===== src/systolic_pkg.sv =====
package systolic_pkg;

    // element and accumulator widths
    localparam int data_w = 16;          // weight / activation element
    localparam int acc_w  = 32;          // partial sum and result, wraps mod 2^32

    // wishbone port widths
    localparam int bus_w = 32;           // data bus
    localparam int adr_w = 12;           // word address

    // register map, word addresses
    localparam logic [adr_w-1:0] reg_ctrl    = 12'h000;  // bit 0 start, bit 1 load weights
    localparam logic [adr_w-1:0] reg_status  = 12'h001;  // bit 0 busy, bit 1 done
    localparam logic [adr_w-1:0] base_weight = 12'h100;  // W(r,c) at base + r*n + c
    localparam logic [adr_w-1:0] base_input  = 12'h200;  // X(k,r) at base + k*n + r
    localparam logic [adr_w-1:0] base_result = 12'h300;  // Y(k,c) at base + k*n + c

    // control register fields
    localparam int ctrl_start_bit = 0;
    localparam int ctrl_load_bit  = 1;

    // status register fields
    localparam int stat_busy_bit = 0;
    localparam int stat_done_bit = 1;

    // run sequencer states
    typedef enum logic [1:0] {
        idle   = 2'd0,   // waiting for start
        stream = 2'd1,   // pushing activation rows into the skewer
        drain  = 2'd2,   // collecting result rows
        finish = 2'd3    // one cycle to raise done
    } ctrl_state_e;

endpackage


===== src/matmul_ctrl.sv =====
module matmul_ctrl #(
    parameter int n = 2
) (
    input  logic                                clk,
    input  logic                                rst_n,
    input  logic                                wb_cyc,
    input  logic                                wb_stb,
    input  logic                                wb_we,
    input  logic [systolic_pkg::adr_w-1:0]      wb_adr,        // word address
    input  logic [systolic_pkg::bus_w-1:0]      wb_dat_w,
    output logic [systolic_pkg::bus_w-1:0]      wb_dat_r,
    output logic                                wb_ack,
    output logic                                load_weight,   // one-cycle copy into the PEs
    output logic [n*n*systolic_pkg::data_w-1:0] weights_flat,
    output logic                                vec_valid,     // activation row to the skewer
    output logic [n*systolic_pkg::data_w-1:0]   vec_data,
    input  logic                                res_valid,     // aligned result row
    input  logic [n*systolic_pkg::acc_w-1:0]    res_data
);
    import systolic_pkg::*;

    localparam int cells  = n * n;
    localparam int cell_w = $clog2(cells);
    localparam int idx_w  = (n > 1) ? $clog2(n) : 1;

    logic [data_w-1:0] weight_bank [cells];   // staging, copied on load
    logic [data_w-1:0] input_bank  [cells];   // X, row-major
    logic [acc_w-1:0]  result_bank [cells];   // Y, row-major

    ctrl_state_e      state;
    logic [idx_w-1:0] row_idx;                // next X row to stream
    logic [idx_w-1:0] res_idx;                // next Y row to fill
    logic             busy;
    logic             done;

    logic             xfer;                   // first cycle of a transfer
    logic             wr_en;
    logic             start_cmd;
    logic             load_cmd;
    logic [adr_w-1:0] w_off, x_off, y_off;    // offsets into each bank
    logic             hit_w, hit_x, hit_y;
    logic [bus_w-1:0] status_word;

    assign xfer  = wb_cyc && wb_stb && !wb_ack;   // ack drops for a cycle between beats
    assign wr_en = xfer && wb_we;
    assign busy  = (state != idle);

    // addresses below a base wrap to large offsets, so one compare decodes each bank
    assign w_off = wb_adr - base_weight;
    assign x_off = wb_adr - base_input;
    assign y_off = wb_adr - base_result;
    assign hit_w = (w_off < adr_w'(cells));
    assign hit_x = (x_off < adr_w'(cells));
    assign hit_y = (y_off < adr_w'(cells));

    // commands self-clear, dropped while a run is in flight
    assign start_cmd = wr_en && (wb_adr == reg_ctrl) && wb_dat_w[ctrl_start_bit] && !busy;
    assign load_cmd  = wr_en && (wb_adr == reg_ctrl) && wb_dat_w[ctrl_load_bit] && !busy;

    always_comb begin
        status_word                = '0;
        status_word[stat_busy_bit] = busy;
        status_word[stat_done_bit] = done;
    end

    for (genvar i = 0; i < cells; i++) begin : g_wflat
        assign weights_flat[i*data_w +: data_w] = weight_bank[i];
    end

    // host-side banks
    always_ff @(posedge clk) begin
        if (wr_en && hit_w) begin
            weight_bank[w_off[cell_w-1:0]] <= wb_dat_w[data_w-1:0];  // PEs keep their own copy
        end
        if (wr_en && hit_x && !busy) begin
            input_bank[x_off[cell_w-1:0]] <= wb_dat_w[data_w-1:0];
        end
        if (xfer && !wb_we) begin
            if (wb_adr == reg_status) wb_dat_r <= status_word;
            else if (hit_w)           wb_dat_r <= bus_w'(weight_bank[w_off[cell_w-1:0]]);
            else if (hit_x)           wb_dat_r <= bus_w'(input_bank[x_off[cell_w-1:0]]);
            else if (hit_y)           wb_dat_r <= result_bank[y_off[cell_w-1:0]];
            else                      wb_dat_r <= '0;   // unmapped and ctrl read zero
        end
        for (int r = 0; r < n; r++) begin
            vec_data[r*data_w +: data_w] <= input_bank[int'(row_idx)*n + r];
        end
    end

    // results read as zero until the first run writes them
    always_ff @(posedge clk) begin
        if (!rst_n) begin
            for (int i = 0; i < cells; i++) begin
                result_bank[i] <= '0;
            end
        end else if (res_valid) begin
            for (int c = 0; c < n; c++) begin
                result_bank[int'(res_idx)*n + c] <= res_data[c*acc_w +: acc_w];
            end
        end
    end

    always_ff @(posedge clk) begin
        if (!rst_n) begin
            state       <= idle;
            row_idx     <= '0;
            res_idx     <= '0;
            done        <= 1'b0;
            wb_ack      <= 1'b0;
            load_weight <= 1'b0;
            vec_valid   <= 1'b0;
        end else begin
            wb_ack      <= xfer;                 // one cycle after the transfer is seen
            load_weight <= load_cmd;
            vec_valid   <= (state == stream);    // vec_data is registered alongside
            if (res_valid) begin
                res_idx <= res_idx + 1'b1;
            end
            case (state)
                idle: begin
                    if (start_cmd) begin
                        state   <= stream;
                        row_idx <= '0;
                        res_idx <= '0;
                        done    <= 1'b0;
                    end
                end
                stream: begin
                    row_idx <= row_idx + 1'b1;
                    if (row_idx == idx_w'(n - 1)) state <= drain;
                end
                drain: begin
                    if (res_valid && res_idx == idx_w'(n - 1)) state <= finish;
                end
                finish: begin
                    state <= idle;               // busy falls as done rises
                    done  <= 1'b1;
                end
                default: state <= idle;
            endcase
        end
    end

endmodule


===== src/operand_skewer.sv =====
module operand_skewer #(
    parameter int n = 2
) (
    input  logic                              clk,
    input  logic                              rst_n,
    input  logic                              vec_valid,   // one activation row per cycle
    input  logic [n*systolic_pkg::data_w-1:0] vec_data,    // element r in lane r
    output logic [n-1:0]                      row_valid,   // to the array left edge
    output logic [n*systolic_pkg::data_w-1:0] row_data
);
    import systolic_pkg::*;

    // lane r is delayed by r cycles so the wavefront enters diagonally
    for (genvar r = 0; r < n; r++) begin : g_lane
        if (r == 0) begin : g_direct
            assign row_valid[0]        = vec_valid;          // no delay on lane 0
            assign row_data[0 +: data_w] = vec_data[0 +: data_w];
        end else begin : g_delay
            logic [data_w-1:0] data_q [r];   // r data stages
            logic [r-1:0]      valid_q;      // r valid stages

            always_ff @(posedge clk) begin
                if (!rst_n) begin
                    valid_q <= '0;
                end else begin
                    valid_q[0] <= vec_valid;
                    for (int i = 1; i < r; i++) begin
                        valid_q[i] <= valid_q[i-1];
                    end
                end
            end

            // data shifts every cycle, vectors overlap in flight
            always_ff @(posedge clk) begin
                data_q[0] <= vec_data[r*data_w +: data_w];
                for (int i = 1; i < r; i++) begin
                    data_q[i] <= data_q[i-1];
                end
            end

            assign row_valid[r]               = valid_q[r-1];
            assign row_data[r*data_w +: data_w] = data_q[r-1];
        end
    end

endmodule


===== src/result_deskewer.sv =====
module result_deskewer #(
    parameter int n = 2
) (
    input  logic                             clk,
    input  logic                             rst_n,
    input  logic [n-1:0]                     col_valid,   // bottom row of the array
    input  logic [n*systolic_pkg::acc_w-1:0] col_psum,
    output logic                             res_valid,   // one aligned result row
    output logic [n*systolic_pkg::acc_w-1:0] res_data     // Y(k,c) in lane c
);
    import systolic_pkg::*;

    logic [acc_w-1:0] psum_m  [n];    // psums with idle beats forced to zero
    logic [n-2:0]     valid_q;        // column 0 valid, n-1 stages

    for (genvar c = 0; c < n; c++) begin : g_mask
        assign psum_m[c] = col_valid[c] ? col_psum[c*acc_w +: acc_w] : '0;
    end

    // column 0 finishes first and waits longest, so it sets the pace
    always_ff @(posedge clk) begin
        if (!rst_n) begin
            valid_q <= '0;
        end else begin
            valid_q[0] <= col_valid[0];
            for (int i = 1; i < n - 1; i++) begin
                valid_q[i] <= valid_q[i-1];
            end
        end
    end

    assign res_valid = valid_q[n-2];

    // column c waits n-1-c cycles, mirror of the input skew
    for (genvar c = 0; c < n; c++) begin : g_col
        localparam int depth = n - 1 - c;

        if (depth == 0) begin : g_direct
            assign res_data[c*acc_w +: acc_w] = psum_m[c];   // last column is already late
        end else begin : g_delay
            logic [acc_w-1:0] data_q [depth];

            always_ff @(posedge clk) begin
                data_q[0] <= psum_m[c];
                for (int i = 1; i < depth; i++) begin
                    data_q[i] <= data_q[i-1];
                end
            end

            assign res_data[c*acc_w +: acc_w] = data_q[depth-1];
        end
    end

endmodule


===== src/systolic_array.sv =====
module systolic_array #(
    parameter int n = 2
) (
    input  logic                                clk,
    input  logic                                rst_n,
    input  logic                                load_weight,   // latch weights_flat into all PEs
    input  logic [n*n*systolic_pkg::data_w-1:0] weights_flat,  // W(r,c) at index r*n + c
    input  logic [n-1:0]                        row_valid,     // left edge, already skewed
    input  logic [n*systolic_pkg::data_w-1:0]   row_data,
    output logic [n-1:0]                        col_valid,     // bottom edge
    output logic [n*systolic_pkg::acc_w-1:0]    col_psum
);
    import systolic_pkg::*;

    // horizontal links carry activation and valid, vertical links carry psums
    logic [data_w-1:0] act_h   [n][n+1];
    logic              valid_h [n][n+1];
    logic [acc_w-1:0]  psum_v  [n+1][n];

    for (genvar r = 0; r < n; r++) begin : g_left
        assign act_h[r][0]   = row_data[r*data_w +: data_w];  // lane r enters row r
        assign valid_h[r][0] = row_valid[r];
    end

    for (genvar c = 0; c < n; c++) begin : g_edge
        assign psum_v[0][c]              = '0;                    // top row starts from zero
        assign col_psum[c*acc_w +: acc_w] = psum_v[n][c];
        assign col_valid[c]              = valid_h[n-1][c+1];    // bottom-row valid out
    end

    for (genvar r = 0; r < n; r++) begin : g_row
        for (genvar c = 0; c < n; c++) begin : g_col
            systolic_pe pe_inst (
                .clk          (clk),
                .rst_n        (rst_n),
                .load_weight  (load_weight),
                .weight_in    (weights_flat[(r*n+c)*data_w +: data_w]),
                .pe_valid_in  (valid_h[r][c]),
                .act_in       (act_h[r][c]),
                .psum_in      (psum_v[r][c]),
                .pe_valid_out (valid_h[r][c+1]),   // to the right neighbour
                .act_out      (act_h[r][c+1]),
                .psum_out     (psum_v[r+1][c])     // down the column
            );
        end
    end

endmodule


===== src/systolic_pe.sv =====
module systolic_pe (
    input  logic                            clk,
    input  logic                            rst_n,
    input  logic                            load_weight,   // one-cycle strobe from controller
    input  logic [systolic_pkg::data_w-1:0] weight_in,
    input  logic                            pe_valid_in,
    input  logic [systolic_pkg::data_w-1:0] act_in,        // from the left neighbour
    input  logic [systolic_pkg::acc_w-1:0]  psum_in,       // from the PE above
    output logic                            pe_valid_out,
    output logic [systolic_pkg::data_w-1:0] act_out,       // to the right neighbour
    output logic [systolic_pkg::acc_w-1:0]  psum_out       // to the PE below
);
    import systolic_pkg::*;

    logic [data_w-1:0] weight_q;   // stationary weight, held between runs
    logic [acc_w-1:0]  product;    // act * weight, unsigned

    // both operands zero-extended so the product never overflows before the add
    assign product = acc_w'(act_in) * acc_w'(weight_q);

    // control state: weight and valid bit
    always_ff @(posedge clk) begin
        if (!rst_n) begin
            weight_q     <= '0;             // PEs come up with zero weights
            pe_valid_out <= 1'b0;
        end else begin
            if (load_weight) begin
                weight_q <= weight_in;      // all PEs latch in the same cycle
            end
            pe_valid_out <= pe_valid_in;    // valid rides with the activation
        end
    end

    // payload: only advances on a valid beat
    always_ff @(posedge clk) begin
        if (pe_valid_in) begin
            act_out  <= act_in;             // pass activation to the right
            psum_out <= psum_in + product;  // accumulate mod 2^acc_w
        end
    end

endmodule


===== src/systolic_wb_top.sv =====
module systolic_wb_top #(
    parameter int n = 2
) (
    input  logic                           clk,
    input  logic                           rst_n,
    input  logic                           wb_cyc,
    input  logic                           wb_stb,
    input  logic                           wb_we,
    input  logic [systolic_pkg::adr_w-1:0] wb_adr,
    input  logic [systolic_pkg::bus_w-1:0] wb_dat_w,
    output logic [systolic_pkg::bus_w-1:0] wb_dat_r,
    output logic                           wb_ack
);
    import systolic_pkg::*;

    logic                    load_weight;    // ctrl -> array
    logic [n*n*data_w-1:0]   weights_flat;
    logic                    vec_valid;      // ctrl -> skewer
    logic [n*data_w-1:0]     vec_data;
    logic [n-1:0]            row_valid;      // skewer -> array
    logic [n*data_w-1:0]     row_data;
    logic [n-1:0]            col_valid;      // array -> deskewer
    logic [n*acc_w-1:0]      col_psum;
    logic                    res_valid;      // deskewer -> ctrl
    logic [n*acc_w-1:0]      res_data;

    matmul_ctrl #(.n(n)) ctrl_inst (
        .clk          (clk),
        .rst_n        (rst_n),
        .wb_cyc       (wb_cyc),
        .wb_stb       (wb_stb),
        .wb_we        (wb_we),
        .wb_adr       (wb_adr),
        .wb_dat_w     (wb_dat_w),
        .wb_dat_r     (wb_dat_r),
        .wb_ack       (wb_ack),
        .load_weight  (load_weight),
        .weights_flat (weights_flat),
        .vec_valid    (vec_valid),
        .vec_data     (vec_data),
        .res_valid    (res_valid),
        .res_data     (res_data)
    );

    operand_skewer #(.n(n)) skewer_inst (
        .clk       (clk),
        .rst_n     (rst_n),
        .vec_valid (vec_valid),
        .vec_data  (vec_data),
        .row_valid (row_valid),
        .row_data  (row_data)
    );

    systolic_array #(.n(n)) array_inst (
        .clk          (clk),
        .rst_n        (rst_n),
        .load_weight  (load_weight),
        .weights_flat (weights_flat),
        .row_valid    (row_valid),
        .row_data     (row_data),
        .col_valid    (col_valid),
        .col_psum     (col_psum)
    );

    result_deskewer #(.n(n)) deskewer_inst (
        .clk       (clk),
        .rst_n     (rst_n),
        .col_valid (col_valid),
        .col_psum  (col_psum),
        .res_valid (res_valid),
        .res_data  (res_data)
    );

endmodule


===== config.mk =====
export PLATFORM = sky130hd
export DESIGN_NAME = systolic_wb_top
export DESIGN_NICKNAME = d
export VERILOG_FILES = /design/src/systolic_pkg.sv /design/src/matmul_ctrl.sv /design/src/operand_skewer.sv /design/src/result_deskewer.sv /design/src/systolic_array.sv /design/src/systolic_pe.sv /design/src/systolic_wb_top.sv
export SDC_FILE = /design/constraint.sdc
export NUM_CORES = 2
export LEC_CHECK = 0
export BUFFER_PORTS_ARGS = -buffer_cell sky130_fd_sc_hd__buf_2
export CORE_AREA = 2 2 373 375
export CTS_BUF_LIST = sky130_fd_sc_hd__clkbuf_16
export DETAILED_ROUTE_END_ITERATION = 10
export DIE_AREA = 0 0 375 377
export PLACE_DENSITY = 0.62
export REMOVE_ABC_BUFFERS = 1
export SETUP_SLACK_MARGIN = 0.2
export SYNTH_ARGS = -nofsm -noshare
export SYNTH_HDL_FRONTEND = slang
export SYNTH_HIERARCHICAL = 1
export SYNTH_SLANG_ARGS = --single-unit

===== constraint.sdc =====
create_clock -name clk -period 14.5 [get_ports clk]
set_input_delay 4.35 -clock clk [delete_from_list [all_inputs] [get_ports clk]]
set_output_delay 4.35 -clock clk [all_outputs]
set_load 0.02 [all_outputs]

After elaboration in Yosys (flattened, before gate mapping)

Memory sizes are Yosys's and may differ from the RTL's. A register that Yosys moved wholly into a read port is not among the register bits.
Index checks and enable logic that the tools add are counted.

Register bits: 203
Latch bits: 0
Bits in writable memories: 304
Bits in read-only memories: 0
Input bits: 49
Output and inout bits: 33
Logic and storage cells: 109
Memories: 5

Add/subtract/negate cells: 9
Multipliers: 4
Divide/modulo/power cells: 0
$lt $le $gt $ge: 3
Eq/ne operators: 7
Shifts and indexed selects: 0
Mux-type cells: 30
Bitwise logic cells: 1
Reductions and logical operators: 31

Memories:

| memory                                | depth | bits a word | read ports | clocked after Yosys merged registers in | wr ports | RTL line              | RTL |
|---|---|---|---|---|---|---|---|
| ctrl_inst.result_bank                 | 4     | 32          | 1          | 0                                       | 4        | matmul_ctrl.sv:28     | `logic [acc_w-1:0] result_bank [cells];` |
| ctrl_inst.input_bank                  | 4     | 16          | 3          | 2                                       | 1        | matmul_ctrl.sv:27     | `logic [data_w-1:0] input_bank [cells];` |
| ctrl_inst.weight_bank                 | 4     | 16          | 5          | 4                                       | 1        | matmul_ctrl.sv:26     | `logic [data_w-1:0] weight_bank [cells];` |
| deskewer_inst.g_col[0].g_delay.data_q | 1     | 32          | 1          | 0                                       | 1        | result_deskewer.sv:41 | `logic [acc_w-1:0] data_q [depth];` |
| skewer_inst.g_lane[1].g_delay.data_q  | 1     | 16          | 1          | 0                                       | 1        | operand_skewer.sv:19  | `logic [data_w-1:0] data_q [r];` |

Operator list:

| operator               | count |
|---|---|
| $mul 16x16->32         | 4 |
| $mux 32                | 4 |
| $add 32x32->32         | 2 |
| $reduce_or 32->1       | 2 |
| $mux 16                | 3 |
| $lt 12x3->1 const B    | 3 |
| $sub 12x10->12 const B | 2 |
| $mux 1                 | 14 |
| $logic_and 1x1->1      | 13 |
| $eq 12x1->1 const B    | 1 |
| $logic_not 12->1       | 1 |
| $mux 2                 | 6 |
| $sub 12x9->12 const B  | 1 |
| $pmux 2 s4             | 1 |
| $logic_not 1->1        | 7 |
| $ne 2x1->1 const B     | 3 |
| $reduce_bool 2->1      | 3 |
| $add 2x1->2 const B    | 2 |
| $eq 2x2->1 const B     | 2 |
| $pmux 1 s2             | 2 |
| $reduce_and 2->1       | 2 |
| $reduce_or 4->1        | 1 |
| $reduce_and 3->1       | 1 |
| $add 1x1->1 const B    | 2 |
| other kinds (3)        | 3 |

Longest topological paths before layout

Depth after elaboration: 8
Depth in mapped cells: 24
Gate-level depth less buffers: 21

Modules after synthesis

Netlist, hierarchy kept.

Modules (own cells, without submodules):

| module                                                  | times used | cells each | area each (sq um) | sequential area each (sq um) |
|---|---|---|---|---|
| systolic_pe at array_inst.g_row[0].g_col[1].pe_inst ... | 2          | 1229       | 11543.6           | 1781.7 |
| matmul_ctrl                                             | 1          | 732        | 13357.8           | 9449.1 |
| systolic_pe at array_inst.g_row[1].g_col[1].pe_inst     | 1          | 1250       | 11671.2           | 1781.7 |
| systolic_pe at array_inst.g_row[0].g_col[0].pe_inst     | 1          | 1228       | 11588.6           | 1781.7 |
| result_deskewer                                         | 1          | 104        | 1138.6            | 660.6 |
| operand_skewer                                          | 1          | 36         | 481.7             | 340.3 |
| systolic_array                                          | 1          | 3          | 18.8              | 0.0 |

Worst setup path before layout

OpenSTA, ideal clock, no wires.

Path type: input -> register
Start: input port rst_n
End: memory ctrl_inst.result_bank[0][0], enable pin
Library setup time: 0.466 ns
Arrival: 6.706 ns
Required time: 14.034 ns
Path slack: 7.328 ns
Cell stages on the path: 2
Path buffers: 0
Cells stage by stage: nand2_1 > o21ai_0

RTL lines:

| what            | RTL line             | RTL |
|---|---|---|
| start, declared | systolic_wb_top.sv:5 | `input logic rst_n,` |
| end, declared   | matmul_ctrl.sv:28    |  |

Worst setup path in the final report

Start: input port wb_adr[9] (netlist bit)
End: memory ctrl_inst.input_bank[3][6], enable pin

Word-level cells in the longest chain between the ends: 6

Ends and longest elaborated chain:

| what                            | RTL line             | RTL |
|---|---|---|
| start, declared                 | systolic_wb_top.sv:9 | `input logic [systolic_pkg::adr_w-1:0] wb_adr,` |
| $sub 12x10->12                  | matmul_ctrl.sv:50    | `assign x_off = wb_adr - base_input;` |
| $lt 12x3->1                     | matmul_ctrl.sv:53    | `assign hit_x = (x_off < adr_w'(cells));` |
| $logic_and 1x1->1 (2 in series) | matmul_ctrl.sv:75    | `if (wr_en && hit_x && !busy) begin` |
| $mux 1                          | matmul_ctrl.sv:75    |  |
| $mux 1 (implied by the code)    | matmul_ctrl.sv:76    | `input_bank[x_off[cell_w-1:0]] <= wb_dat_w[data_w-1:0];` |
| end, declared                   | matmul_ctrl.sv:27    |  |

No other way between the ends.

==> reports/results.tsv <==
stage	metric	value	unit
sta	RSZ-0062 raised after global routing	no	
clock_tree	Sink Count	605	
clock_tree	cts repair resizes	0	
grt	first-pass GRT wire length	235	mm
floorplan	Die Wd	375	µm
setup_path	arrival time at the worst endpoint	7.36	ns
detailed_routing	DRT Wirelength	149	mm
sta	Max Fclk	0.142	GHz
worst_hold_path	hold depth	0	
placed_design	routability-driven placement congestion ratio	0.879	
sta	final setup margin	7.44	ns
placed_design	hpwl dp	116	mm
floorplan	core region area	137000	µm²
power_and_ir_drop	Int Power	2.90	mW
power_and_ir_drop	Seq pwr share	49.9	%
placed_design	dpl ws	6.99	ns
finish	share of layout cells above drive strength 1	6.52	%
worst_hold_path	Hold Path Class	flip-flop to flip-flop	
sta	final hold viol count	0	
finish	# fillers	12637	
detailed_routing	Routed wire per std cell	19.6	µm
sta	Final period util	48.7	%
floorplan	die area	141000	µm²
power_and_ir_drop	Lkg Pwr	30.0	nW
grt	GRT overflow	0	
grt	gr usage total	21.6	%
setup_path	startpoint types	input port	
sta	fin. max-slew vios	0	
clock_tree	worst skew pair latency	0.63	ns
worst_hold_path	critical hold path startpoint	ctrl_inst/vec_data[26]	
sta	Worst Tran Pin Value	1.04	ns
setup_path	reg2reg setup slack	7.85	ns
sta	Setup Skew	0.0321	ns
floorplan	IO Count	82	
power_and_ir_drop	Logic pwr share	4.2	%
grt	vias in the first global route	40793	
power_and_ir_drop	worst vdd ir	0.0000807	V
grt	largest net degree at the start of global routing	82	
setup_path	Slowest cell on crit path	and2_1	
clock_tree	clk root buf	clkbuf_16	
clock_tree	# H-tree levels	3	
worst_hold_path	Worst Hold Path EP	skewer_inst/g_lane[1].g_delay.data_q[0][10]	
finish	area grow syn2layout	7.21	%
synthesis	Mean Syn Cell Area	10.4	µm²
clock_tree	clk buf depth	3	
power_and_ir_drop	Cell Pwr Density	57.8	nW/µm²
floorplan	Initial Util	44.1	%
floorplan	Die H	377	µm
sta	hold slack	0.314	ns
setup_path	reg2reg end	array_inst/g_row[0].g_col[0].pe_inst/psum_out[28]	
detailed_routing	Antenna Nets Post-Route	0	
detailed_routing	Vias	38884	
setup_path	required time of the critical path	14.80	ns
job	number of max-cap violations	0	
clock_tree	setup repair bufs after CTS	0	
detailed_routing	post-DR vias/cell	5.10	
sta	fin crit period	7.06	ns
synthesis	Syn Inst Count	5777	
synthesis	Post-Synthesis Cell Area	60400	µm²
clock_tree	TritonCTS Buffers	67	
setup_path	crit-path max cell delay	0.77	ns
power_and_ir_drop	Sw Share	22.6	%
clock_tree	CTS tree	built	
sta	Final setup viols	0	
detailed_routing	DRC	0	
grt	initial antenna violation count	24	
placed_design	I/O Buffers	65	
finish	Net count, final	7129	
clock_tree	clock slew seen by the registers of the worst setup and hold paths	0.06	ns
setup_path	R2R cell count	18	
outcome	status	finished clean	
detailed_routing	Pre-antenna DRT Iters	5	
synthesis	Synthesis Warnings	6	
sta	max_slew headroom	30.6	%
detailed_routing	First DRT Iteration DRCs	2880	
setup_path	cell chain of the critical path	buf_2 -> inv_1 -> ha_1 -> and3b_1 -> and2_1 -> nand3_1 -> nor2_1 -> buf_4	
setup_path	CP Class	input port to flip-flop	
clock_tree	hold_buf cts	0	
setup_path	Crit Path Max Fanout	15	
power_and_ir_drop	P_sw	0.844	mW
power_and_ir_drop	clock group share of total power	45.9	%
setup_path	CP endpoint kind	flip-flop	
floorplan	FP Rows	136	
sta	post-route setup TNS	0	ns
finish	Final Util	47.2	%
-- placed cells by master, fill, tap and decap left out, types with 7 or more instances in the layout --
| cell type | instances |
|---|---|
| ha_1 | 405 |
| xnor2_1 | 87 |
| mux2i_1 | 66 |
| buf_4 | 52 |
| nor2b_1 | 68 |
| xor2_1 | 37 |
| a21o_1 | 70 |
| a32o_1 | 12 |
| dfxtp_1 | 153 |
| and3_1 | 8 |
| mux4_2 | 55 |
| clkinv_2 | 7 |
| inv_1 | 1321 |
| clkbuf_16 | 68 |
| o211ai_1 | 23 |
| o21a_1 | 8 |
| o221ai_1 | 7 |
| nand2_1 | 684 |
| edfxtp_1 | 448 |
| nor2_1 | 80 |
| nand3_1 | 33 |
| a21oi_1 | 139 |
| buf_2 | 63 |
| clkinv_1 | 13 |
| and2_2 | 33 |
| conb_1 | 64 |
| diode_2 | 7 |
| mux4_1 | 9 |
| o21bai_1 | 10 |
| o21ai_0 | 59 |
| fa_1 | 900 |
| nand2b_1 | 15 |
| mux2_2 | 32 |
| and2_1 | 615 |
| nand4_1 | 25 |
| nor3_1 | 12 |
-- routing by layer --
layer  GRT usage (%)  vias to the layer above  share of wire, %
li1                -                    17723                 -
met3            4.95                      218               8.2
met4            6.62                       12               3.0
met5               0                        -             0.048
met2            34.7                     1184                46
met1            29.3                    19747                43
-- power by group through the flow --
| stage | clock network (mW) | logic [mW] | registers (mW) |
|---|---|---|---|
| floorplan | 0 | 0.0934 | 1.90 |
| global placement | 0 | 0.153 | 1.90 |
| detailed placement | 0 | 0.156 | 1.90 |
| CTS | 1.75 | 0.157 | 1.87 |
| global route | 1.82 | 0.175 | 1.87 |
| finish | 1.72 | 0.157 | 1.87 |
-- cell type report --
class                      count  area (µm²)  area share [%]
multi-input combinational   3675       38000            58.7
clock inverter                56         526           0.812
sequential                   605       16600            25.7
antenna                        7        17.5          0.0271
inverter                    1311        4920            7.60
clock buffer                  68        1700            2.63
timing repair buffer         115         706            1.09
tap                         1794        2240            3.47
-- sequential cells by signal (all words and copies together), names as in the netlist, 2 cells and up --
register,count
array_inst/g_row.g_col.pe_inst/psum_out,128
ctrl_inst/result_bank,128
ctrl_inst/weight_bank,64
array_inst/g_row.g_col.pe_inst/weight_q,64
deskewer_inst/g_col.g_delay.data_q,32
ctrl_inst/input_bank,64
ctrl_inst/vec_data,32
ctrl_inst/wb_dat_r,32
array_inst/g_row.g_col.pe_inst/act_out,32
skewer_inst/g_lane.g_delay.data_q,16
array_inst/g_row.g_col.pe_inst/pe_valid_out,3
ctrl_inst/state,2
-- through the flow --
step                      cells  total power [mW]  instance area, µm²
after floorplan            5591              2.00               59500
after global placement     7500              2.06               62500
after detailed placement   7500              2.06               62500
after CTS                  7624              3.77               64700
after global routing       7625              3.86               64700
final                      7631              3.74               64700
-- how the worst max path moves through the flow --
| stage | startpoint | end | slack [ns] | cells past startpoint |
|---|---|---|---|---|
| detailed placement | wb_adr[9] | ctrl_inst/input_bank[3][12] | 6.99 | 8 |
| finish | wb_adr[9] | ctrl_inst/input_bank[3][6] | 7.44 | 8 |
| CTS | wb_adr[9] | ctrl_inst/input_bank[3][6] | 7.59 | 8 |
| global route | wb_adr[9] | ctrl_inst/input_bank[3][6] | 7.40 | 8 |
| floorplan | rst_n | ctrl_inst/result_bank[0][0] | 7.33 | 2 |
| global placement | wb_adr[9] | ctrl_inst/input_bank[0][2] | 7.03 | 8 |
-- critical path, delay by kind of cell --
kind                       cells  cell delay (ns)
buffers and inverters          3             0.70
and+or+nand+nor                4             2.01
adders and majority gates      1             0.28
Note: power is estimated with default switching activity, not from simulation.
